===== src/icache_consts.svh =====
`ifndef ICACHE_CONSTS_SVH
`define ICACHE_CONSTS_SVH

// geometry
`define ICACHE_INDEX_W 4     // 16 sets
`define ICACHE_OFFSET_W 4    // 16 bytes per line
`define ICACHE_TAG_W (32 - `ICACHE_INDEX_W - `ICACHE_OFFSET_W)
`define ICACHE_LINE_W 128
`define ICACHE_DWORD_W 64    // fetch width, two instructions
`define ICACHE_WAYS 2

// andi r0, r0, 0
`define ICACHE_NOP 32'h0340_0000

// fetch address error
`define ICACHE_EXC_ADEF 7'h08

// beats minus one on the memory side
`define ICACHE_RLEN_LINE 8'd0
`define ICACHE_RLEN_UNC 8'd0

`endif

===== src/icache_pkg.sv =====
`include "icache_consts.svh"

package icache_pkg;

    typedef logic [31:0] addr_t;

    typedef logic [`ICACHE_INDEX_W-1:0] index_t;

    typedef logic [`ICACHE_TAG_W-1:0] tag_t;

    // valid bit on top of the tag
    typedef struct packed {
        logic valid;
        tag_t tag;
    } tagv_t;

    typedef logic [`ICACHE_LINE_W-1:0] line_t;

    typedef logic [`ICACHE_DWORD_W-1:0] dword_t;

    // one bit per way
    typedef logic [`ICACHE_WAYS-1:0] way_mask_t;

endpackage


===== src/icache_sram.sv =====
`timescale 1ns/10ps

module icache_sram import icache_pkg::*; #(
    parameter type entry_t = logic
) (
    input  logic   clk,
    input  index_t i_raddr,
    input  index_t i_waddr,
    input  logic   i_we,
    input  entry_t i_wdata,
    output entry_t o_rdata
);

    localparam int DEPTH = 2 ** $bits(index_t);

    // starts cleared, so every tag comes up invalid
    entry_t mem [DEPTH] = '{default: '0};
    entry_t rdata_q = '0;

    always_ff @(posedge clk) begin
        if (i_we) begin
            mem[i_waddr] <= i_wdata;
        end
        rdata_q <= mem[i_raddr]; // old contents on a same-index write
    end

    assign o_rdata = rdata_q;

endmodule


===== config.mk =====
export PLATFORM = sky130hd
export DESIGN_NAME = icache_sram
export DESIGN_NICKNAME = d
export VERILOG_FILES = /design/src/icache_pkg.sv /design/src/icache_sram.sv
export VERILOG_INCLUDE_DIRS = /design/src
export SDC_FILE = /design/constraint.sdc
export NUM_CORES = 1
export LEC_CHECK = 0
export ABC_CLOCK_PERIOD_IN_PS = 1380
export BUFFER_PORTS_ARGS = -buffer_cell sky130_fd_sc_hd__buf_2
export CAP_MARGIN = 20
export CORE_MARGIN = 2
export CORE_UTILIZATION = 35
export CTS_BUF_LIST = sky130_fd_sc_hd__clkbuf_4
export DETAILED_ROUTE_END_ITERATION = 12
export HOLD_SLACK_MARGIN = 0.05
export SLEW_MARGIN = 10
export SYNTH_ARGS = -nofsm -noshare
export SYNTH_HDL_FRONTEND = slang
export SYNTH_SLANG_ARGS = --single-unit

===== constraint.sdc =====
create_clock -name clk -period 1.38 [get_ports clk]
set_clock_uncertainty 0.15 [all_clocks]
set_input_delay 0.276 -clock clk [delete_from_list [all_inputs] [get_ports clk]]
set_output_delay 0.276 -clock clk [all_outputs]
set_load 0.01 [all_outputs]

Word level (Yosys, flattened, before mapping)
Memories as Yosys holds them, arrays and structs flattened. A register that Yosys moved wholly into a read port is not among the register bits.
Cells that the tools add are included.

operators by class
  multiply operators = 0
  magnitude comparators = 0
  equality and inequality tests = 0
  divide/modulo/power cells = 0
  shift-type cells = 0
  muxes and demuxes = 2
  add/subtract/negate cells = 0
  bitwise logic cells = 0
  reduce and logical (&&, ||, !) cells = 0

operator list
  kind     number
  $mux W1  2

word-level totals
  memories kept = 1
  memory bits (read-only) = 0
  RAM bits = 16
  input bits = 11
  latch bits = 0
  bits in registers = 0
  logic and storage cells = 3
  output and inout bits = 1

memories
  memory  depth  width  read ports  clocked after memory_dff  wr ports  line               source
  mem     16     1      1           1                         1         icache_sram.sv:17  entry_t mem [DEPTH] = '{default: '0};

Depth between registers and ports, before layout
  depth in word-level cells = 2
  mapped depth = 3
  depth with buffers taken out = 3

Worst setup path before layout
Ideal clock, no wire load.

  path type = input to register
  from = input port i_waddr[2]
  to = memory mem[0] (netlist name) (enable)
  library setup time = 312 ps
  slack = 4 ps
  arrival = 913 ps
  path buffers = 0
  data required time = 918 ps
  stages on the path = 2
  path through = or3b_2 -> nor3_1

RTL lines
  what             line               source
  start, declared  icache_sram.sv:8   input index_t i_waddr,
  end, declared    icache_sram.sv:17

No word-level cell before the write port.

==> impl_metrics.py <==
metrics = {
    "setup_path": {
        "cp.required_ps": 1410,
        "r2r_start": "mem[8]$_DFFE_PP_",
        "startpoint": "mem[8]$_DFFE_PP_",
        "cp_max_fo": 1,
        "cp.arrival_ps": 1360,
        "start_kind": "flip-flop",
        "end_kind": "flip-flop",
        "critPathKind": "reg -> reg",
    },
    "sta": {
        "slew_headroom_pct": 84.3,
        "max_clock_freq_ghz": 0.753,
        "worst_pin_slew_ps": 236,
        "slew_viol_final": 0,
        "setup_viol": 0,
        "fin_crit_sh_pct": 96.2,
        "min_period_ps": 1330,
        "holdWs_ps": 158,
        "finalHoldViolCount": 0,
        "grt_setup_unrepaired": "true",
        "worst_slack_ps": 52.0,
    },
    "synth": {
        "synth_simple_gate_area_share_pct": 14.8,
        "synth_top_family_by_area": "multiplexers",
        "synth-xor-area-share_pct": 0,
        "ys_seq_area_share_pct": 67.1,
        "synth_compound_area_share_pct": 0,
        "synth-seq-cells": 17,
        "muxShareOfSynthArea_pct": 18.1,
        "syn_inst": 47,
        "syn_nets": 58,
        "ys_warn_count": 0,
        "yosys.cell_types.count": 11,
        "syn_avg_cell_area_sq_um": 15.9,
        "syn_area_sq_um": 746,
        "synth_fa_ha_area_share_pct": 0,
    },
    "floorplan": {
        "start_util_pct": 37.6,
        "die_h_um": 50.2,
        "die_w_um": 50.2,
        "die_area_sq_um": 2520,
        "io-pin-count": 12,
        "row_count": 16,
        "core_sq_um": 1980,
    },
    "pwr": {
        "p_leak_nw": 0.303,
        "vdd_ir_drop_max_mv": 0.515,
        "p_per_area_nw_per_um2": 1070,
        "total_power_uw": 933,
    },
    "placed_design": {
        "placedCellCount": 86,
        "routabilityCongestion": 0.727,
        "detailed_place_hpwl_um": 900,
        "dp_worst_setup_slack_ps": -192,
        "io_buffer_count": 11,
    },
    "global_routing": {
        "grt_pass1_vias": 432,
        "grt_max_degree": 17,
        "antenna_found_initial": 0,
        "globalRouteOverflowTotal": 0,
        "grt_pass1_wl_um": 1860,
        "grt_util_all_layers_pct": 10.6,
    },
    "cts": {
        "cts_tree": "yes",
        "htreeDepth": 1,
        "clockBufferDepth": 2,
        "cts_buffers": 3,
        "root_buffer": "clkbuf_4",
        "cts_num_sinks": 17,
        "worstSkewPairLatency_ps": 280,
        "clk_pin_slew_ps": 90,
        "postCtsSetupRepairBufs": 0,
    },
    "layout": {
        "drive_gt1_share_pct": 31.3,
        "fin_cells": 91,
        "mostFrequentLayoutCells": "edfxtp_1, nor2_1, buf_2, nor3_1, clkbuf_4",
        "diodes": 0,
        "final.fill_count": 185,
        "layout.nets": 76,
        "layout.cells.most_common": "edfxtp_1",
        "area_growth_pct": 16.8,
    },
    "routing": {
        "drtAntennaViolNets": 0,
        "wl_um": 1180,
        "vias": 425,
        "drt-pass1-iter-count": 3,
        "drt_iter0_markers": 6,
        "drc": 0,
        "vias_per_cell": 4.67,
        "routedWlPerCell_um": 12.9,
    },
    "status": {
        "status": "completed",
    },
    "min_path": {
        "min_from": "i_raddr[3]",
        "holdCritPathClass": "in -> reg",
    },
    "flow_run": {
        "drv_cap": 0,
    },
}
[worst paths after layout]
kind / cells after the start / slack (ps) / to
max: 3 / 50 / o_rdata$_DFF_P_
min: 3 / 160 / o_rdata$_DFF_P_
max reg2reg: 3 / 50 / o_rdata$_DFF_P_
min reg2reg: 3 / 580 / o_rdata$_DFF_P_
[cells in the mapped netlist (all sizes together)]
| library cell | number | share of area (%) |
|---|---|---|
| dfxtp | 1 | 2.7 |
| edfxtp | 16 | 64 |
| mux2i | 3 | 4.0 |
| mux4 | 4 | 14 |
| nand2 | 1 | 0.50 |
| nand2b | 2 | 1.7 |
| nand3 | 1 | 0.67 |
| nand3b | 2 | 2.0 |
| nor2 | 12 | 6.0 |
| nor3 | 4 | 2.7 |
| or3b | 1 | 1.2 |
[worst max-delay path: stages, from the launching register on]
cell,delay [ps]
edfxtp_1,390
mux4_2,470
mux2i_1,140
mux2i_1,80
[layer usage]
| metal | global-route usage, % | wire length, um | share of wire [%] | up-vias |
|---|---|---|---|---|
| li1 | - | - | - | 215 |
| met1 | 12.9 | 549 | 47 | 196 |
| met2 | 16.7 | 558 | 47 | 12 |
| met3 | 2.68 | 51 | 4.3 | 2 |
| met4 | 6.94 | 19 | 1.6 | 0 |
| met5 | 0 | 0 | 0 | - |
[per-stage QoR]
step	TNS (ps)	utilization [%]	area, sq um
3_5_place_dp	-607	42.5	842
2_1_floorplan	0	-	746
5_1_grt	-5.25	43.9	871
4_1_cts	0	44.1	875
6_report	0	43.9	871
3_3_place_gp	-517	42.5	842
[sequential cells by signal, indices dropped and copies added, names as in the netlist]
signal	count
o_rdata	1
mem	16
[layout make-up]
type                       instances  area [sq um]  area share [%]
sequential                        17           500            57.5
multi-input combinational         30           234            26.9
timing repair buffer              13          72.6            8.33
tap                               27          33.8            3.88
clock buffer                       4          30.0            3.45
[kinds of logic (layout without fill, tap and decap cells)]
logic type | after synthesis | in the layout
DFF | 17 | 17
and+or+nand+nor | 23 | 23
buffers and inverters | 0 | 17
muxes | 7 | 7
[power breakdown]
group	switching [mW]	total [mW]	internal, mW
clock network	0.140	0.272	0.132
registers	0.00292	0.579	0.576
logic	0.0422	0.0823	0.0401
[what timing repair did]
action	4_1_cts	5_1_grt
hold endpoints to repair	1	0
gates resized for setup	2	1
hold buffers	1	0
endpoints found under the setup margin	1	1
No activity file was read; power rests on OpenSTA's default activity.
