$ cat src/icache_consts.svh
`ifndef ICACHE_CONSTS_SVH
`define ICACHE_CONSTS_SVH

// geometry
`define ICACHE_INDEX_W 4     // 16 sets
`define ICACHE_OFFSET_W 4    // 16 bytes per line
`define ICACHE_TAG_W (32 - `ICACHE_INDEX_W - `ICACHE_OFFSET_W)
`define ICACHE_LINE_W 128
`define ICACHE_DWORD_W 64    // fetch width, two instructions
`define ICACHE_WAYS 2

// andi r0, r0, 0
`define ICACHE_NOP 32'h0340_0000

// fetch address error
`define ICACHE_EXC_ADEF 7'h08

// beats minus one on the memory side
`define ICACHE_RLEN_LINE 8'd0
`define ICACHE_RLEN_UNC 8'd0

`endif
$ cat src/icache_ctrl_pkg.sv
`include "icache_consts.svh"

package icache_ctrl_pkg;

    typedef enum logic [2:0] {
        IDLE   = 3'd0,
        LOOKUP = 3'd1,
        MISS   = 3'd2,
        REFILL = 3'd3,
        CACOP  = 3'd4
    } state_t;

    typedef enum logic [1:0] {
        STORE_TAG = 2'b00,
        IDX_INV   = 2'b01,
        HIT_INV   = 2'b10
    } cacop_t;

    typedef enum logic [6:0] {
        EXC_NONE = 7'h00,
        EXC_ADEF = `ICACHE_EXC_ADEF
    } exc_t;

endpackage

$ cat src/icache_pkg.sv
`include "icache_consts.svh"

package icache_pkg;

    typedef logic [31:0] addr_t;

    typedef logic [`ICACHE_INDEX_W-1:0] index_t;

    typedef logic [`ICACHE_TAG_W-1:0] tag_t;

    // valid bit on top of the tag
    typedef struct packed {
        logic valid;
        tag_t tag;
    } tagv_t;

    typedef logic [`ICACHE_LINE_W-1:0] line_t;

    typedef logic [`ICACHE_DWORD_W-1:0] dword_t;

    // one bit per way
    typedef logic [`ICACHE_WAYS-1:0] way_mask_t;

endpackage

$ cat src/icache_ctrl_if.sv
`timescale 1ns/10ps

interface icache_ctrl_if import icache_pkg::*, icache_ctrl_pkg::*; ();

    // strobes from the FSM
    logic      req_we;       // capture request
    logic      ret_we;       // capture memory line
    logic      exc_sel;      // answer with the buffered exception
    logic      from_ret;     // data from return buffer
    logic      clear;        // write an invalid tag

    // status back from the datapath
    logic      hit;
    way_mask_t hit_mask;
    exc_t      exc;
    logic      uncache_q;
    logic      cacop_q;
    cacop_t    cacop_code_q;
    logic      cacop_way;    // address bit 0 picks the way

    modport ctrl (
        output req_we, ret_we, exc_sel, from_ret, clear,
        input  hit, hit_mask, exc, uncache_q, cacop_q, cacop_code_q, cacop_way
    );

    modport dp (
        input  req_we, ret_we, exc_sel, from_ret, clear,
        output hit, hit_mask, exc, uncache_q, cacop_q, cacop_code_q, cacop_way
    );

endinterface

$ cat src/icache_ctrl.sv
`timescale 1ns/10ps
`include "icache_consts.svh"

module icache_ctrl import icache_pkg::*, icache_ctrl_pkg::*; (
    input  logic       clk,
    input  logic       rstn,
    input  logic       i_req_valid,
    input  logic       i_flush,
    input  logic       i_cacop_en,
    input  logic       i_mem_rready,
    input  way_mask_t  i_victim,
    output logic       o_req_ready,
    output logic       o_idle,
    output logic       o_mem_rvalid,
    output logic [7:0] o_mem_rlen,
    output logic       o_cacop_ready,
    output logic       o_cacop_complete,
    output way_mask_t  o_tag_we,
    output way_mask_t  o_data_we,
    output logic       o_lru_we,
    output logic       o_lru_way,
    icache_ctrl_if.ctrl ctrl_if
);

    state_t    state;
    state_t    next_state;
    logic      discard_q;   // miss was flushed, install but stay silent
    logic      fetch_take;
    logic      lookup_hit;
    way_mask_t cacop_mask;

    always_ff @(posedge clk) begin
        if (!rstn) begin
            state <= IDLE;
        end else begin
            state <= next_state;
        end
    end

    always_ff @(posedge clk) begin
        if (!rstn) begin
            discard_q <= 1'b0;
        end else if (state == MISS && i_flush) begin
            discard_q <= 1'b1;
        end else if (state == REFILL) begin
            discard_q <= 1'b0;
        end
    end

    // cacop waits for IDLE, so a fetch only goes when none is pending
    assign fetch_take = i_req_valid && !i_cacop_en;
    assign lookup_hit = ctrl_if.hit && !ctrl_if.uncache_q;

    always_comb begin
        unique case (ctrl_if.cacop_code_q)
            STORE_TAG, IDX_INV: cacop_mask = ctrl_if.cacop_way ? way_mask_t'(2'b10)
                                                               : way_mask_t'(2'b01);
            HIT_INV:            cacop_mask = ctrl_if.hit_mask;
            default:            cacop_mask = '0;
        endcase
    end

    always_comb begin
        next_state       = state;
        ctrl_if.req_we   = 1'b0;
        ctrl_if.ret_we   = 1'b0;
        ctrl_if.exc_sel  = 1'b0;
        ctrl_if.from_ret = 1'b0;
        ctrl_if.clear    = 1'b0;
        o_req_ready      = 1'b0;
        o_mem_rvalid     = 1'b0;
        o_cacop_ready    = 1'b0;
        o_cacop_complete = 1'b0;
        o_tag_we         = '0;
        o_data_we        = '0;
        o_lru_we         = 1'b0;
        o_lru_way        = 1'b0;
        unique case (state)
            IDLE: begin
                if (i_cacop_en) begin
                    ctrl_if.req_we = 1'b1;
                    o_cacop_ready  = 1'b1;
                    next_state     = CACOP;
                end else if (i_req_valid) begin
                    ctrl_if.req_we = 1'b1;
                    next_state     = LOOKUP;
                end
            end
            LOOKUP: begin
                if (i_flush) begin
                    next_state = IDLE; // dropped, no response
                end else if (ctrl_if.exc != EXC_NONE) begin
                    o_req_ready     = 1'b1;
                    ctrl_if.exc_sel = 1'b1;
                    next_state      = IDLE;
                end else if (lookup_hit) begin
                    o_req_ready    = 1'b1;
                    o_lru_we       = 1'b1;
                    o_lru_way      = ctrl_if.hit_mask[1];
                    ctrl_if.req_we = fetch_take;
                    next_state     = fetch_take ? LOOKUP : IDLE;
                end else begin
                    next_state = MISS;
                end
            end
            MISS: begin
                o_mem_rvalid = 1'b1;
                if (i_mem_rready) begin
                    ctrl_if.ret_we = 1'b1;
                    next_state     = REFILL;
                end
            end
            REFILL: begin
                ctrl_if.from_ret = 1'b1;
                o_req_ready      = !discard_q;
                if (!ctrl_if.uncache_q) begin // uncached data is never installed
                    o_tag_we  = i_victim;
                    o_data_we = i_victim;
                    o_lru_we  = 1'b1;
                    o_lru_way = i_victim[1];
                end
                next_state = IDLE;
            end
            CACOP: begin
                o_cacop_complete = 1'b1;
                if (ctrl_if.cacop_q) begin
                    ctrl_if.clear = 1'b1;
                    o_tag_we      = cacop_mask;
                end
                next_state = IDLE;
            end
            default: next_state = IDLE;
        endcase
    end

    assign o_idle     = (state == IDLE);
    assign o_mem_rlen = ctrl_if.uncache_q ? `ICACHE_RLEN_UNC : `ICACHE_RLEN_LINE;

endmodule

$ cat src/flat_wrapper.sv
// flat-port wrapper written by rule: the top's interface ports become plain ports
module icache_ctrl_flat import icache_pkg::*, icache_ctrl_pkg::*;
  (clk, rstn, i_req_valid, i_flush, i_cacop_en, i_mem_rready, i_victim, o_req_ready, o_idle, o_mem_rvalid, o_mem_rlen, o_cacop_ready, o_cacop_complete, o_tag_we, o_data_we, o_lru_we, o_lru_way, ctrl_if_req_we, ctrl_if_ret_we, ctrl_if_exc_sel, ctrl_if_from_ret, ctrl_if_clear, ctrl_if_hit, ctrl_if_hit_mask, ctrl_if_exc, ctrl_if_uncache_q, ctrl_if_cacop_q, ctrl_if_cacop_code_q, ctrl_if_cacop_way);
  icache_ctrl_if ctrl_if_i ();
  input  logic clk;
  input  logic rstn;
  input  logic i_req_valid;
  input  logic i_flush;
  input  logic i_cacop_en;
  input  logic i_mem_rready;
  input  way_mask_t i_victim;
  output logic o_req_ready;
  output logic o_idle;
  output logic o_mem_rvalid;
  output logic [7:0] o_mem_rlen;
  output logic o_cacop_ready;
  output logic o_cacop_complete;
  output way_mask_t o_tag_we;
  output way_mask_t o_data_we;
  output logic o_lru_we;
  output logic o_lru_way;
  output wire logic [$bits(ctrl_if_i.req_we)-1:0] ctrl_if_req_we;
  output wire logic [$bits(ctrl_if_i.ret_we)-1:0] ctrl_if_ret_we;
  output wire logic [$bits(ctrl_if_i.exc_sel)-1:0] ctrl_if_exc_sel;
  output wire logic [$bits(ctrl_if_i.from_ret)-1:0] ctrl_if_from_ret;
  output wire logic [$bits(ctrl_if_i.clear)-1:0] ctrl_if_clear;
  input wire logic [$bits(ctrl_if_i.hit)-1:0] ctrl_if_hit;
  input wire logic [$bits(ctrl_if_i.hit_mask)-1:0] ctrl_if_hit_mask;
  input wire logic [$bits(ctrl_if_i.exc)-1:0] ctrl_if_exc;
  input wire logic [$bits(ctrl_if_i.uncache_q)-1:0] ctrl_if_uncache_q;
  input wire logic [$bits(ctrl_if_i.cacop_q)-1:0] ctrl_if_cacop_q;
  input wire logic [$bits(ctrl_if_i.cacop_code_q)-1:0] ctrl_if_cacop_code_q;
  input wire logic [$bits(ctrl_if_i.cacop_way)-1:0] ctrl_if_cacop_way;
  assign ctrl_if_req_we = ctrl_if_i.req_we;
  assign ctrl_if_ret_we = ctrl_if_i.ret_we;
  assign ctrl_if_exc_sel = ctrl_if_i.exc_sel;
  assign ctrl_if_from_ret = ctrl_if_i.from_ret;
  assign ctrl_if_clear = ctrl_if_i.clear;
  assign ctrl_if_i.hit = ctrl_if_hit;
  assign ctrl_if_i.hit_mask = ctrl_if_hit_mask;
  assign ctrl_if_i.exc = ctrl_if_exc;
  assign ctrl_if_i.uncache_q = ctrl_if_uncache_q;
  assign ctrl_if_i.cacop_q = ctrl_if_cacop_q;
  assign ctrl_if_i.cacop_code_q = ctrl_if_cacop_code_q;
  assign ctrl_if_i.cacop_way = ctrl_if_cacop_way;
  icache_ctrl u_core (.clk(clk), .rstn(rstn), .i_req_valid(i_req_valid), .i_flush(i_flush), .i_cacop_en(i_cacop_en), .i_mem_rready(i_mem_rready), .i_victim(i_victim), .o_req_ready(o_req_ready), .o_idle(o_idle), .o_mem_rvalid(o_mem_rvalid), .o_mem_rlen(o_mem_rlen), .o_cacop_ready(o_cacop_ready), .o_cacop_complete(o_cacop_complete), .o_tag_we(o_tag_we), .o_data_we(o_data_we), .o_lru_we(o_lru_we), .o_lru_way(o_lru_way), .ctrl_if(ctrl_if_i));
endmodule
$ cat config.mk
export PLATFORM = sky130hd
export DESIGN_NAME = icache_ctrl_flat
export DESIGN_NICKNAME = d
export VERILOG_FILES = /design/src/icache_ctrl_pkg.sv /design/src/icache_pkg.sv /design/src/icache_ctrl_if.sv /design/src/icache_ctrl.sv /design/src/flat_wrapper.sv
export VERILOG_INCLUDE_DIRS = /design/src
export SDC_FILE = /design/constraint.sdc
export NUM_CORES = 1
export LEC_CHECK = 0
export BUFFER_PORTS_ARGS = -buffer_cell sky130_fd_sc_hd__clkbuf_2
export CELL_PAD_IN_SITES_DETAIL_PLACEMENT = 1
export CELL_PAD_IN_SITES_GLOBAL_PLACEMENT = 1
export CORE_MARGIN = 3
export CORE_UTILIZATION = 20
export CTS_BUF_LIST = sky130_fd_sc_hd__clkbuf_16
export CTS_CLUSTER_DIAMETER = 50
export DETAILED_ROUTE_END_ITERATION = 8
export GPL_ROUTABILITY_DRIVEN = 1
export PLACE_DENSITY_LB_ADDON = 0.1
export SLEW_MARGIN = 20
export SYNTH_ARGS = -nofsm -noshare
export SYNTH_HDL_FRONTEND = slang
export SYNTH_SLANG_ARGS = --single-unit
$ cat constraint.sdc
create_clock -name clk -period 1.4 [get_ports clk]
set_input_delay 0 -clock clk [delete_from_list [all_inputs] [get_ports clk]]
set_output_delay 0 -clock clk [all_outputs]
set_load 0.05 [all_outputs]
Yosys cells after proc, flatten, opt, wreduce, memory -nomap -nowiden

Cells that the tools add are included.

Word-level logic and storage cells: 69
Output and inout port bits: 24
Input port bits: 23
Register bits after elaboration: 4

Reductions and logical operators: 12
Mux-type cells: 47
Equality and inequality tests: 8

Operators with widths:

| cell               | count |
|---|---|
| $mux 1             | 30 |
| $mux 3             | 6 |
| $pmux 3 s3         | 1 |
| $mux 2             | 4 |
| $pmux 1 s2         | 4 |
| $pmux 2 s2         | 2 |
| $reduce_bool 7->1  | 1 |
| $eq 3x2->1 const B | 2 |
| $eq 3x1->1 const B | 1 |
| $eq 3x3->1 const B | 1 |
| $logic_and 1x1->1  | 3 |
| $logic_not 1->1    | 3 |
| $logic_not 3->1    | 1 |
| $ne 3x3->1 const B | 1 |
| $eq 2x1->1 const B | 1 |
| $eq 2x2->1 const B | 1 |
| $logic_not 2->1    | 1 |
| $ne 2x2->1 const B | 1 |
| $reduce_and 2->1   | 1 |
| $reduce_bool 2->1  | 1 |
| $reduce_or 2->1    | 1 |

Depth between registers and ports, before layout

Depth in word-level cells: 7
Depth in mapped cells: 4
Gate-level depth less buffers: 3

Least setup slack after synthesis

Ideal clock, no wire load.

Kind: register to output
Start: reg u_core.state[0]
End: out ctrl_if_ret_we
Slack: -927 ps
Buffers on the path: 1
Arrival time: 2327 ps
Cell stages (with the launch flop): 4
Data required time: 1400 ps
Cell sequence: dfxtp_1 buf_2 nor3b_1 and2_1

Longest elaborated chain between the ends: 2

Ends and longest elaborated chain:

| element                  | line               | RTL |
|---|---|---|
| start: declaration       | icache_ctrl.sv:25  | `state_t state;` |
| start signal: assignment | icache_ctrl.sv:36  | `state <= next_state;` |
| $eq 3x2->1               | icache_ctrl.sv:78  | `unique case (state)` |
| $mux 1                   | icache_ctrl.sv:78  |  |
| end: declaration         | flat_wrapper.sv:23 | `output wire logic [$bits(ctrl_if_i.ret_we)-1:0] ctrl_if_ret_we;` |

Every way passes these cells.

Final worst setup path

Start: reg u_core.state[2]
End: out ctrl_if_req_we

Longest elaborated chain between the ends: 2
Elaborated cells between the ends (all ways): 3
Those cells by class: eq/ne: 1; mux: 1; reduce/logical: 1

Ends and longest elaborated chain:

| element                                              | line               | RTL |
|---|---|---|
| $eq 3x1->1 / $logic_not 3->1 (equally long branches) | icache_ctrl.sv:78  |  |
| $pmux 1 s2 (*)                                       | icache_ctrl.sv:78  |  |
| end: declaration                                     | flat_wrapper.sv:22 | `output wire logic [$bits(ctrl_if_i.req_we)-1:0] ctrl_if_req_we;` |

Mark *: on every way between the ends. The rest lies on a longest branch, timed or not.

==> qor.csv <==
metric,value,unit
arrival,1.56,ns
rows,17,
violations,negative setup slack,
cts_buffers,3,
seqPwrFrac,0.148,
clk_latency,0.22,ns
die_x,55.1,um
fin_nets,137,
gp_routability_congestion,0.700,
ys_types,27,
p_sw,0.000243,W
drt-initial-drc-count,5,
irDropWorstVdd,0.727,mV
internal-power,0.000576,W
grt_first_pass_wirelength,2800,um
clock-root-buffer,clkbuf_16,
p_clk_frac,0.549,
vias_per_cell,4.47,
hold_viol_final,0,
wl_per_cell,12.7,um
synthCells,60,
pwr-share-comb,0.303,
avgSynthCellArea,8.03,um^2
clockBufferDepth,2,
pre_cts_ws,0.0448,ns
status,finished with violations,
dp_hpwl,1370,um
swShare,0.297,
max_cap_violations,0,
synth-seq-cells,4,
cts_max_level,1,
drive_above_1_share,0.705,
fin_crit,1.56,ns
ys_seq_area_frac,0.166,
p_leak,0.536,nW
antenna_cells,0,
dr.pass1.iters,4,
finalSetupViolations,7,
required,1.40,ns
clkTransAtPathRegs,0.03,ns
max_freq,643,MHz
total_power,0.000819,W
worstSetupPathType,register to output port,
skew,0.000570,ns
port_buffers,38,
detail-route-antenna-nets,0,
report.final.slew_viol_count,0,
ys_warn_count,0,
endpoint_kind,output port,
grt_overflow,0,
final_area,1090,um^2
cts_tree,built,
dieArea,3030,um^2
wl,1770,um
start_util,0.214,
track_usage,0.129,
grt_max_degree,10,
hold_buffers,0,
area_delta_synth_final,127,%
cp-start-kind,register,
first_global_vias,649,
fin_tns_setup,-0.712,ns
utilization,0.486,
min_path_type,input port to register,
worstPathMaxFanout,4,
vias,626,
setup_slack,-0.155,ns
antenna_found_initial,0,
finalCritPeriodShare,1.11,
io_pins,47,
coreArea,2250,um^2
power_density,748,nW/um^2
syn-cell-area,482,um^2
cts_sinks,4,
dpl_cell_area,846,um^2
rsz0062_at_grt,yes,
die_h,55.1,um
drc,0,
-- worst max-delay path, cell delays in order, from the launching register on --
cell and delay, ns:
dfxtp_4 0.35, nor4b_4 0.35, nand4_4 0.18, buf_6 0.17, o22ai_4 0.12, buf_12 0.16
-- per-layer routing --
metal | routed length, um | global-route usage
met5 | 0 | 0
met4 | 10 | 0.0486
met3 | 87 | 0.0214
met2 | 1040 | 0.254
met1 | 631 | 0.132
-- cells in the mapped netlist, drive strengths merged --
cell type | number | share of area
nand2 | 4 | 0.031
nor2 | 3 | 0.023
a21o | 1 | 0.016
a22oi | 1 | 0.016
nand4 | 1 | 0.026
nor4 | 1 | 0.044
nor2b | 2 | 0.026
nor3b | 2 | 0.031
a2111oi | 1 | 0.031
and3b | 1 | 0.018
and3 | 1 | 0.013
dfxtp | 4 | 0.17
and4bb | 2 | 0.052
buf | 10 | 0.15
o2bb2ai | 1 | 0.018
nor3 | 2 | 0.031
o21ai | 6 | 0.062
nor4b | 1 | 0.049
and2 | 3 | 0.039
o22ai | 1 | 0.013
conb | 1 | 0.0078
a32oi | 1 | 0.018
a21boi | 1 | 0.016
inv | 5 | 0.039
nand3b | 4 | 0.062
-- area by class of cell --
cell class,instances,area (um^2)
fillers,276,1160
inverters,5,18.8
well taps,28,35.0
clock buffers,3,75.1
repair buffers,52,442
flip-flops and latches,4,86.3
multi-input cells,48,438
-- kinds of logic (layout without fill, tap and decap cells) --
logic type             after synthesis  count (layout)  share of synthesized area
other                                1               8                    0.00778
DFF                                  4               4                      0.166
AOI/OAI and AO/OA                   13              13                      0.190
and+or+nand+nor                     27              27                      0.447
buffers and inverters               15              60                      0.190
-- worst paths after layout --
path	cells past startpoint	start	to	slack, ns
worst max register to register	4	u_core.state[2]$_SDFFE_PN0P_	u_core.state[0]$_SDFFE_PN0P_	-0.10
worst min register to register	2	u_core.discard_q$_SDFFE_PN0P_	u_core.discard_q$_SDFFE_PN0P_	0.58
worst min-delay path	3	rstn	u_core.state[1]$_SDFFE_PN0P_	0.04
worst max-delay path	5	u_core.state[2]$_SDFFE_PN0P_	ctrl_if_req_we	-0.16
-- state kept, by name, summed over array words and instances, names as in the netlist --
name,count
u_core.discard_q,1
u_core.state,3
-- timing repair --
item / CTS / global route
pin swaps: 6 / 4
gates cloned: 0 / 0
resized for setup: 27 / 9
endpoints found under the setup margin: 12 / 14
buffers inserted: 3 / 4
-- metrics by stage --
stage / std cells / hold WS [ns]
final: 140 / 0.0440
after global routing: 140 / 0.0653
after CTS: 136 / 0.0506
after detailed placement: 130 / 0.273
after global placement: 130 / 0.291
after floorplan: 67 / 0.109
-- placed cells by master (no fill, tap or decap), types with 2 or more instances in the layout --
cell type,instances
buf_12,3
nor2_1,3
buf_6,4
nand3b_1,4
buf_8,3
nand2_1,2
and4bb_2,2
clkbuf_16,4
conb_1,8
dfxtp_2,2
nand2_2,2
nor2b_1,2
buf_4,12
o21ai_2,2
o21ai_0,3
inv_1,5
clkbuf_2,26
-- power groups by stage --
stage / Sequential [W] / Combinational (W) / Clock [W]
finish: 0.000121 / 0.000248 / 0.000449
floorplan: 0.000125 / 0.000163 / 0
global route: 0.000121 / 0.000266 / 0.000462
detailed placement: 0.000123 / 0.000232 / 0
global placement: 0.000123 / 0.000228 / 0
CTS: 0.000121 / 0.000248 / 0.000457
Note: power is estimated with default switching activity, not from simulation.
