<file path="src/icache_consts.svh">
`ifndef ICACHE_CONSTS_SVH
`define ICACHE_CONSTS_SVH

// geometry
`define ICACHE_INDEX_W 4     // 16 sets
`define ICACHE_OFFSET_W 4    // 16 bytes per line
`define ICACHE_TAG_W (32 - `ICACHE_INDEX_W - `ICACHE_OFFSET_W)
`define ICACHE_LINE_W 128
`define ICACHE_DWORD_W 64    // fetch width, two instructions
`define ICACHE_WAYS 2

// andi r0, r0, 0
`define ICACHE_NOP 32'h0340_0000

// fetch address error
`define ICACHE_EXC_ADEF 7'h08

// beats minus one on the memory side
`define ICACHE_RLEN_LINE 8'd0
`define ICACHE_RLEN_UNC 8'd0

`endif
</file>
<file path="src/icache_ctrl_pkg.sv">
`include "icache_consts.svh"

package icache_ctrl_pkg;

    typedef enum logic [2:0] {
        IDLE   = 3'd0,
        LOOKUP = 3'd1,
        MISS   = 3'd2,
        REFILL = 3'd3,
        CACOP  = 3'd4
    } state_t;

    typedef enum logic [1:0] {
        STORE_TAG = 2'b00,
        IDX_INV   = 2'b01,
        HIT_INV   = 2'b10
    } cacop_t;

    typedef enum logic [6:0] {
        EXC_NONE = 7'h00,
        EXC_ADEF = `ICACHE_EXC_ADEF
    } exc_t;

endpackage

</file>
<file path="src/icache_pkg.sv">
`include "icache_consts.svh"

package icache_pkg;

    typedef logic [31:0] addr_t;

    typedef logic [`ICACHE_INDEX_W-1:0] index_t;

    typedef logic [`ICACHE_TAG_W-1:0] tag_t;

    // valid bit on top of the tag
    typedef struct packed {
        logic valid;
        tag_t tag;
    } tagv_t;

    typedef logic [`ICACHE_LINE_W-1:0] line_t;

    typedef logic [`ICACHE_DWORD_W-1:0] dword_t;

    // one bit per way
    typedef logic [`ICACHE_WAYS-1:0] way_mask_t;

endpackage

</file>
<file path="src/icache_ctrl_if.sv">
`timescale 1ns/10ps

interface icache_ctrl_if import icache_pkg::*, icache_ctrl_pkg::*; ();

    // strobes from the FSM
    logic      req_we;       // capture request
    logic      ret_we;       // capture memory line
    logic      exc_sel;      // answer with the buffered exception
    logic      from_ret;     // data from return buffer
    logic      clear;        // write an invalid tag

    // status back from the datapath
    logic      hit;
    way_mask_t hit_mask;
    exc_t      exc;
    logic      uncache_q;
    logic      cacop_q;
    cacop_t    cacop_code_q;
    logic      cacop_way;    // address bit 0 picks the way

    modport ctrl (
        output req_we, ret_we, exc_sel, from_ret, clear,
        input  hit, hit_mask, exc, uncache_q, cacop_q, cacop_code_q, cacop_way
    );

    modport dp (
        input  req_we, ret_we, exc_sel, from_ret, clear,
        output hit, hit_mask, exc, uncache_q, cacop_q, cacop_code_q, cacop_way
    );

endinterface

</file>
<file path="src/icache_datapath.sv">
`timescale 1ns/10ps
`include "icache_consts.svh"

module icache_datapath import icache_pkg::*, icache_ctrl_pkg::*; (
    input  logic                         clk,
    input  logic                         rstn,
    input  addr_t                        i_req_addr,
    input  logic                         i_uncache,
    input  logic                         i_cacop_en,
    input  cacop_t                       i_cacop_code,
    input  line_t                        i_mem_rdata,
    input  tagv_t [`ICACHE_WAYS-1:0]     i_tagv,
    input  line_t [`ICACHE_WAYS-1:0]     i_line,
    output index_t                       o_rindex,
    output index_t                       o_windex,
    output tagv_t                        o_wtagv,
    output line_t                        o_wline,
    output dword_t                       o_rdata,
    output addr_t                        o_pc,
    output exc_t                         o_exc,
    output addr_t                        o_badv,
    output addr_t                        o_mem_raddr,
    icache_ctrl_if.dp                    ctrl_if
);

    addr_t     req_q;
    line_t     ret_q;
    exc_t      exc_q;
    logic      uncache_q;
    logic      cacop_q;
    cacop_t    cacop_code_q;
    tag_t      req_tag;
    way_mask_t hit_mask;
    line_t     src_line;
    dword_t    dword_sel;

    always_ff @(posedge clk) begin
        if (ctrl_if.req_we) begin
            req_q <= i_req_addr;
        end
    end

    // request control fields
    always_ff @(posedge clk) begin
        if (!rstn) begin
            uncache_q    <= 1'b0;
            cacop_q      <= 1'b0;
            cacop_code_q <= STORE_TAG;
            exc_q        <= EXC_NONE;
        end else if (ctrl_if.req_we) begin
            uncache_q    <= i_uncache;
            cacop_q      <= i_cacop_en;
            cacop_code_q <= i_cacop_code;
            // pc must be word aligned, cacop addresses are exempt
            exc_q        <= (i_req_addr[1:0] != 2'b00 && !i_cacop_en) ? EXC_ADEF : EXC_NONE;
        end
    end

    // whole line in one beat
    always_ff @(posedge clk) begin
        if (ctrl_if.ret_we) begin
            ret_q <= i_mem_rdata;
        end
    end

    assign req_tag  = req_q[`ICACHE_OFFSET_W + `ICACHE_INDEX_W +: `ICACHE_TAG_W];
    assign o_windex = req_q[`ICACHE_OFFSET_W +: `ICACHE_INDEX_W];
    // the next request is read while the current one answers
    assign o_rindex = ctrl_if.req_we ? i_req_addr[`ICACHE_OFFSET_W +: `ICACHE_INDEX_W]
                                     : o_windex;

    assign o_wtagv = ctrl_if.clear ? tagv_t'('0) : tagv_t'{valid: 1'b1, tag: req_tag};
    assign o_wline = ret_q;

    always_comb begin
        for (int w = 0; w < `ICACHE_WAYS; w++) begin
            hit_mask[w] = i_tagv[w].valid && (i_tagv[w].tag == req_tag);
        end
    end

    always_comb begin
        src_line = ctrl_if.from_ret ? ret_q : i_line[hit_mask[1]];
        if (uncache_q) begin
            dword_sel = ret_q[`ICACHE_DWORD_W-1:0]; // uncached address is already dword aligned
        end else begin
            dword_sel = src_line[req_q[3] * `ICACHE_DWORD_W +: `ICACHE_DWORD_W];
        end
    end

    assign o_rdata = ctrl_if.exc_sel ? {`ICACHE_NOP, `ICACHE_NOP} : dword_sel;
    assign o_pc    = req_q;
    assign o_exc   = ctrl_if.exc_sel ? exc_q : EXC_NONE;
    assign o_badv  = ctrl_if.exc_sel ? req_q : '0;

    // dword for uncached, whole line otherwise
    assign o_mem_raddr = uncache_q ? {req_q[31:3], 3'b000}
                                   : {req_q[31:`ICACHE_OFFSET_W], {`ICACHE_OFFSET_W{1'b0}}};

    assign ctrl_if.hit_mask     = hit_mask;
    assign ctrl_if.hit          = |hit_mask;
    assign ctrl_if.exc          = exc_q;
    assign ctrl_if.uncache_q    = uncache_q;
    assign ctrl_if.cacop_q      = cacop_q;
    assign ctrl_if.cacop_code_q = cacop_code_q;
    assign ctrl_if.cacop_way    = req_q[0];

endmodule

</file>
<file path="src/flat_wrapper.sv">
// flat-port wrapper written by rule: the top's interface ports become plain ports
module icache_datapath_flat import icache_pkg::*, icache_ctrl_pkg::*;
  (clk, rstn, i_req_addr, i_uncache, i_cacop_en, i_cacop_code, i_mem_rdata, i_tagv, i_line, o_rindex, o_windex, o_wtagv, o_wline, o_rdata, o_pc, o_exc, o_badv, o_mem_raddr, ctrl_if_req_we, ctrl_if_ret_we, ctrl_if_exc_sel, ctrl_if_from_ret, ctrl_if_clear, ctrl_if_hit, ctrl_if_hit_mask, ctrl_if_exc, ctrl_if_uncache_q, ctrl_if_cacop_q, ctrl_if_cacop_code_q, ctrl_if_cacop_way);
  icache_ctrl_if ctrl_if_i ();
  input  logic clk;
  input  logic rstn;
  input  addr_t i_req_addr;
  input  logic i_uncache;
  input  logic i_cacop_en;
  input  cacop_t i_cacop_code;
  input  line_t i_mem_rdata;
  input  tagv_t [`ICACHE_WAYS-1:0] i_tagv;
  input  line_t [`ICACHE_WAYS-1:0] i_line;
  output index_t o_rindex;
  output index_t o_windex;
  output tagv_t o_wtagv;
  output line_t o_wline;
  output dword_t o_rdata;
  output addr_t o_pc;
  output exc_t o_exc;
  output addr_t o_badv;
  output addr_t o_mem_raddr;
  input wire logic [$bits(ctrl_if_i.req_we)-1:0] ctrl_if_req_we;
  input wire logic [$bits(ctrl_if_i.ret_we)-1:0] ctrl_if_ret_we;
  input wire logic [$bits(ctrl_if_i.exc_sel)-1:0] ctrl_if_exc_sel;
  input wire logic [$bits(ctrl_if_i.from_ret)-1:0] ctrl_if_from_ret;
  input wire logic [$bits(ctrl_if_i.clear)-1:0] ctrl_if_clear;
  output wire logic [$bits(ctrl_if_i.hit)-1:0] ctrl_if_hit;
  output wire logic [$bits(ctrl_if_i.hit_mask)-1:0] ctrl_if_hit_mask;
  output wire logic [$bits(ctrl_if_i.exc)-1:0] ctrl_if_exc;
  output wire logic [$bits(ctrl_if_i.uncache_q)-1:0] ctrl_if_uncache_q;
  output wire logic [$bits(ctrl_if_i.cacop_q)-1:0] ctrl_if_cacop_q;
  output wire logic [$bits(ctrl_if_i.cacop_code_q)-1:0] ctrl_if_cacop_code_q;
  output wire logic [$bits(ctrl_if_i.cacop_way)-1:0] ctrl_if_cacop_way;
  assign ctrl_if_i.req_we = ctrl_if_req_we;
  assign ctrl_if_i.ret_we = ctrl_if_ret_we;
  assign ctrl_if_i.exc_sel = ctrl_if_exc_sel;
  assign ctrl_if_i.from_ret = ctrl_if_from_ret;
  assign ctrl_if_i.clear = ctrl_if_clear;
  assign ctrl_if_hit = ctrl_if_i.hit;
  assign ctrl_if_hit_mask = ctrl_if_i.hit_mask;
  assign ctrl_if_exc = ctrl_if_i.exc;
  assign ctrl_if_uncache_q = ctrl_if_i.uncache_q;
  assign ctrl_if_cacop_q = ctrl_if_i.cacop_q;
  assign ctrl_if_cacop_code_q = ctrl_if_i.cacop_code_q;
  assign ctrl_if_cacop_way = ctrl_if_i.cacop_way;
  icache_datapath u_core (.clk(clk), .rstn(rstn), .i_req_addr(i_req_addr), .i_uncache(i_uncache), .i_cacop_en(i_cacop_en), .i_cacop_code(i_cacop_code), .i_mem_rdata(i_mem_rdata), .i_tagv(i_tagv), .i_line(i_line), .o_rindex(o_rindex), .o_windex(o_windex), .o_wtagv(o_wtagv), .o_wline(o_wline), .o_rdata(o_rdata), .o_pc(o_pc), .o_exc(o_exc), .o_badv(o_badv), .o_mem_raddr(o_mem_raddr), .ctrl_if(ctrl_if_i));
endmodule
</file>
<file path="config.mk">
export PLATFORM = sky130hd
export DESIGN_NAME = icache_datapath_flat
export DESIGN_NICKNAME = d
export VERILOG_FILES = /design/src/icache_ctrl_pkg.sv /design/src/icache_pkg.sv /design/src/icache_ctrl_if.sv /design/src/icache_datapath.sv /design/src/flat_wrapper.sv
export VERILOG_INCLUDE_DIRS = /design/src
export SDC_FILE = /design/constraint.sdc
export NUM_CORES = 1
export LEC_CHECK = 0
export BUFFER_PORTS_ARGS = -buffer_cell sky130_fd_sc_hd__buf_2
export CAP_MARGIN = 20
export CORE_AREA = 2 2 316 318
export CTS_CLUSTER_SIZE = 25
export DETAILED_ROUTE_END_ITERATION = 10
export DIE_AREA = 0 0 318 320
export SKIP_LAST_GASP = 1
export SYNTH_ARGS = -nofsm -noshare
export SYNTH_HDL_FRONTEND = slang
export SYNTH_SLANG_ARGS = --single-unit
export TNS_END_PERCENT = 10
</file>
<file path="constraint.sdc">
create_clock -name clk -period 3.95 [get_ports clk]
set_input_delay 0.79 -clock clk [delete_from_list [all_inputs] [get_ports clk]]
set_output_delay 0.79 -clock clk [all_outputs]
set_load 0.05 [all_outputs]
</file>
[After elaboration in Yosys (flattened, before gate mapping)]
Cells that the tools add are included.
Word-level totals
  flip-flop bits (word level): 171
  word-level logic and storage cells: 27
Cells by class
  reductions and logical operators: 6
  eq/ne operators: 2
  $lt $le $gt $ge: 1
  multiplexer cells: 11
  shift-type cells: 1
Operators by type and width (number)
  $mux W128: 3
  $mux W64: 2
  $shiftx A128 B8 Y64: 1
  $eq A24 B24 Y1: 2
  $mux W32: 1
  $mux W25: 1
  $mux W4: 3
  $mux W7: 1
  $logic_and A1 B1 Y1: 3
  $lt A1 B2 Y1 const B: 1
  $reduce_bool A2 Y1: 1
  $reduce_or A2 Y1: 1
  $logic_not A1 Y1: 1

[Longest topological paths before layout]
  depth in word-level cells: 8
  depth in mapped cells: 8
  depth with buffers taken out: 6

[Worst setup path after synthesis]
No wires, ideal clock.
  path kind: input-to-output
  start point: in i_tagv[10] (netlist name)
  end point: out ctrl_if_hit
  path slack: -0.243 ns
  data arrival time: 3.403 ns
  cell stages on the path: 5
  buffers on the path: 0
  path through: xor2_1 > nor4_1 > nand4_1 > nor4_1 > or2_2
Between the ends
  cells in the longest elaborated chain, start to end: 3
Ends and longest elaborated chain
  start: declaration: line flat_wrapper.sv:12  | input tagv_t [`ICACHE_WAYS-1:0] i_tagv;
  $eq A24 B24 Y1: line icache_datapath.sv:77  | hit_mask[w] = i_tagv[w].valid && (i_tagv[w].tag == req_tag);
  $logic_and A1 B1 Y1: line icache_datapath.sv:77
  via ctrl_if_hit_mask[0]: line flat_wrapper.sv:29  | output wire logic [$bits(ctrl_if_i.hit_mask)-1:0] ctrl_if_hit_mask;
  $reduce_or A2 Y1: line icache_datapath.sv:100  | assign ctrl_if.hit = |hit_mask;
  end: declaration: line flat_wrapper.sv:28  | output wire logic [$bits(ctrl_if_i.hit)-1:0] ctrl_if_hit;
The timed path passes the listed nets, and every way through them passes these cells.

[Final worst setup path]
  start point: reg u_core.req_q[26], in the netlist u_core.o_pc[26]
  end point: out o_rdata[28]
Between the ends
  cells in the longest elaborated chain, start to end: 8
Ends and longest elaborated chain
  start: declaration: line icache_datapath.sv:26  | addr_t req_q;
  start signal: assignment: line icache_datapath.sv:39  | req_q <= i_req_addr;
  $eq A24 B24 Y1: line icache_datapath.sv:77
  $logic_and A1 B1 Y1: line icache_datapath.sv:77
  $mux W128 (not written as such) (2 in series): line icache_datapath.sv:82  | src_line = ctrl_if.from_ret ? ret_q : i_line[hit_mask[1]];
  $mux W128: line icache_datapath.sv:82
  $shiftx A128 B8 Y64: line icache_datapath.sv:86  | dword_sel = src_line[req_q[3] * `ICACHE_DWORD_W +: `ICACHE_DWORD_W];
  $mux W64: line icache_datapath.sv:83  | if (uncache_q) begin
  $mux W64: line icache_datapath.sv:90  | assign o_rdata = ctrl_if.exc_sel ? {`ICACHE_NOP, `ICACHE_NOP} : dword_sel;
  end: declaration: line flat_wrapper.sv:18  | output dword_t o_rdata;
No other way between the ends. The select of a mux whose other input is x is not followed.

==> metrics.txt <==
run status complete, but fails checks; failing checks setup timing; total power 6800 uW; worst setup margin -0.0332 ns; Critical Path Start Type register; Mapped Avg Cell Area 8.84 um2; critical path's slowest cell edfxtp_1; Mapped Cells 1350; fin. max-slew vios 0; grt ovf 0; Post-Place Cell Area 17900 um2; vias in the first global route 14096; RSZ-0062 raised after global routing true; post-route cell area 19000 um2; Rows 115; Fin Clk Skew 0 ns; # Max-Cap Violations 0; share of cells above drive strength 1 47.4%; WP data arrival 3.19 ns; root buffer cell clkbuf_16; drt total wl 78800 um; worst vdd ir 0.000257 V; min cycle time layout 3.98 ns; worst-path maximum fanout 8; Post-CTS Hold Fix Bufs 0; Die X 318 um; DRC errors left 0; Pre-antenna DRT Iters 6; Die Area 102000 um2; synth top area cells edfxtp_1 (40%), a21o_1 (5.3%), a221oi_2 (5.2%), and3_1 (4.8%), nand2_1 (4.6%); #FFs+latches synth 165; Mapped Area 11900 um2; initial antenna violation count 25; initial core utilization 12.2%; Core ar. 98000 um2; Top Ports 820; Distinct cells, synth 50; DP Wirelength 61100 um; met2 Use GR 23.7%; critical path's top delay family buffers and inverters; die height 320 um; worst r2r src u_core.ctrl_if.uncache_q; relative slew slack 43.5%; leakage 0.00871 uW; crit path cell chain xnor2_2, nand4_1, nor4_4, buf_6, buf_16, buf_16, buf_6, nand4_1, a21o_1, a221oi_2, buf_6; GRT Total Usage 14.8%; number of buffers added on ports 804; Via Count 14460; Least-Margin Pin Slew 0.847 ns; Net count, final 2602; global-route wire length before repair 108000 um; Worst Hold Class input pin to register; Clock Sinks 165; maximum clock insertion buffer count 2; WL/cell 22.9 um; worst skew pair latency 0.51 ns; Clock Pin Slew Worst Setup and Hold Paths 0.09 ns; WP data required 3.16 ns; Area growth, synth to finish 58.8%; top-area cell type share of the netlist area 40.2%; top_reg_cell synth edfxtp_1; highest clock rate 251 MHz; most frequent cell on the critical path buf_6; CP bufs+invs 5; power density over the cells 359 nW/um2; met3 Use GR 4.65%; H-tree depth 4; register area share after synthesis 41.1%; gpl congestion 0.948; largest net degree at the start of global routing 80; WS Path Type register to primary output; antenna-violating nets left 0; Num CTS Buffers 17; dominant cell type by area after synthesis edfxtp_1; Critical path origin u_core.o_pc[26]; GR Layer Usage met1 18.1%; Yosys Warn Count 0; final setup fails 19; vias per cell 4.21; ys async rst share 0%; hold path startpoint i_req_addr[23]; Final period util 101%; Post-synth EDFFs 160; Setup crit end kind primary output; Final Hold Viols 0; TritonCTS clock tree done; 1st-iter DRT viols 1020; busiest grt layer met2; Worst path max stage delay 0.47 ns
layout make-up:
type | instances | area [um2]
Sequential cell | 165 | 4910
Inverter | 45 | 171
Fill cell | 10937 | 79000
Clock inverter | 15 | 196
Tap cell | 1287 | 1610
Clock buffer | 17 | 425
Multi-Input combinational cell | 986 | 6180
Timing Repair Buffer | 910 | 5450
Antenna cell | 10 | 25.0
routing by layer:
| metal | wire length [um] | up-vias |
|---|---|---|
| met5 | 32 | - |
| met2 | 36200 | 961 |
| met4 | 3110 | 6 |
| met1 | 32100 | 6884 |
| li1 | - | 6460 |
| met3 | 7360 | 149 |
through the flow:
step	hold slack, ns	utilization, %	setup WS (ns)	instances	setup TNS [ns]
after detailed placement	0.507	18.3	-0.199	3377	-2.88
final	0.441	19.4	-0.0332	3435	-0.308
after CTS	0.375	19.3	-0.130	3423	-3.46
after floorplan	0.744	-	-0.122	1364	-0.209
after global routing	0.389	19.3	-0.233	3431	-7.87
after global placement	0.494	18.3	-0.243	3377	-3.97
layout by cell type, fill, tap and decap left out, drive strengths merged, types with 2 or more instances in the layout:
cell and n:
buf 910, edfxtp 160, nand2 147, nor2 98, a21oi 95, and3 91
a21o 85, a31oi 72, nand4 56, inv 52, o21ai 48, a221oi 44
xnor2 44, nor2b 35, and2 35, o22ai 34, nand2b 17, clkbuf 17
conb 15, nor3 11, diode 10, nand3 10, o21a 8, clkinv 8
mux2i 7, dfxtp 5, mux2 4, a2bb2oi 4, xor2 4, nor4 4
or2 3, a21boi 3, o221ai 3, a22oi 2
flip-flops by register name (all words and copies together) (netlist names):
signal                       count
u_core.ctrl_if.cacop_code_q      2
u_core.ctrl_if.cacop_q           1
u_core.ctrl_if.exc               1
u_core.ctrl_if.uncache_q         1
u_core.o_pc                     32
u_core.o_wline                 128
timing repair:
action	in CTS	in global routing
cloned	1	0
setup endpoints to repair	64	60
buffers inserted	13	2
resized for setup	53	9
pin swaps	14	5
path summary, 6_finish.rpt:
check / slack, ns / to / cells past startpoint
worst max-delay path: -0.03 / o_rdata[28] / 11
worst min-delay path: 0.44 / u_core.o_pc[23] / 1
worst max register to register: 3.03 / u_core.ctrl_if.uncache_q / 2
worst min register to register: 0.54 / u_core.ctrl_if.cacop_code_q[0] / 2
synth_stat cells, drive strengths merged, types with 2 or more instances:
| cell | count |
|---|---|
| o221ai | 3 |
| o21ai | 48 |
| edfxtp | 160 |
| a221oi | 44 |
| and2 | 35 |
| nand2 | 147 |
| nand3 | 10 |
| and3 | 91 |
| a31oi | 72 |
| nor4 | 4 |
| a21o | 85 |
| a22oi | 2 |
| mux2 | 4 |
| nor2b | 35 |
| nand2b | 17 |
| mux2i | 7 |
| xor2 | 4 |
| dfxtp | 5 |
| xnor2 | 44 |
| clkbuf | 91 |
| inv | 44 |
| nor3 | 11 |
| or2 | 3 |
| a2bb2oi | 4 |
| nand4 | 56 |
| a21oi | 95 |
| o22ai | 34 |
| nor2 | 98 |
| o21a | 8 |
| buf | 77 |
| a21boi | 3 |
logic make-up (layout without fill, tap and decap cells):
kind of cell | Yosys count | count (layout) | share of synthesized area, %
AO/OA/AOI/OAI | 401 | 401 | 23.8
buffers and inverters | 213 | 987 | 8.81
multiplexers | 11 | 11 | 0.964
AND/OR/NAND/NOR | 511 | 511 | 21.8
flip-flops | 165 | 165 | 41.1
XOR/XNOR | 48 | 48 | 3.52
other | 1 | 25 | 0.0314
power breakdown:
| group | switching (uW) | leakage, uW | internal [uW] |
|---|---|---|---|
| registers | 146 | 0.00161 | 2080 |
| logic | 1900 | 0.00680 | 805 |
| clock network | 1000 | 0.000299 | 868 |
| total | 3050 | 0.00871 | 3750 |
(Power assumes the default switching activity.)
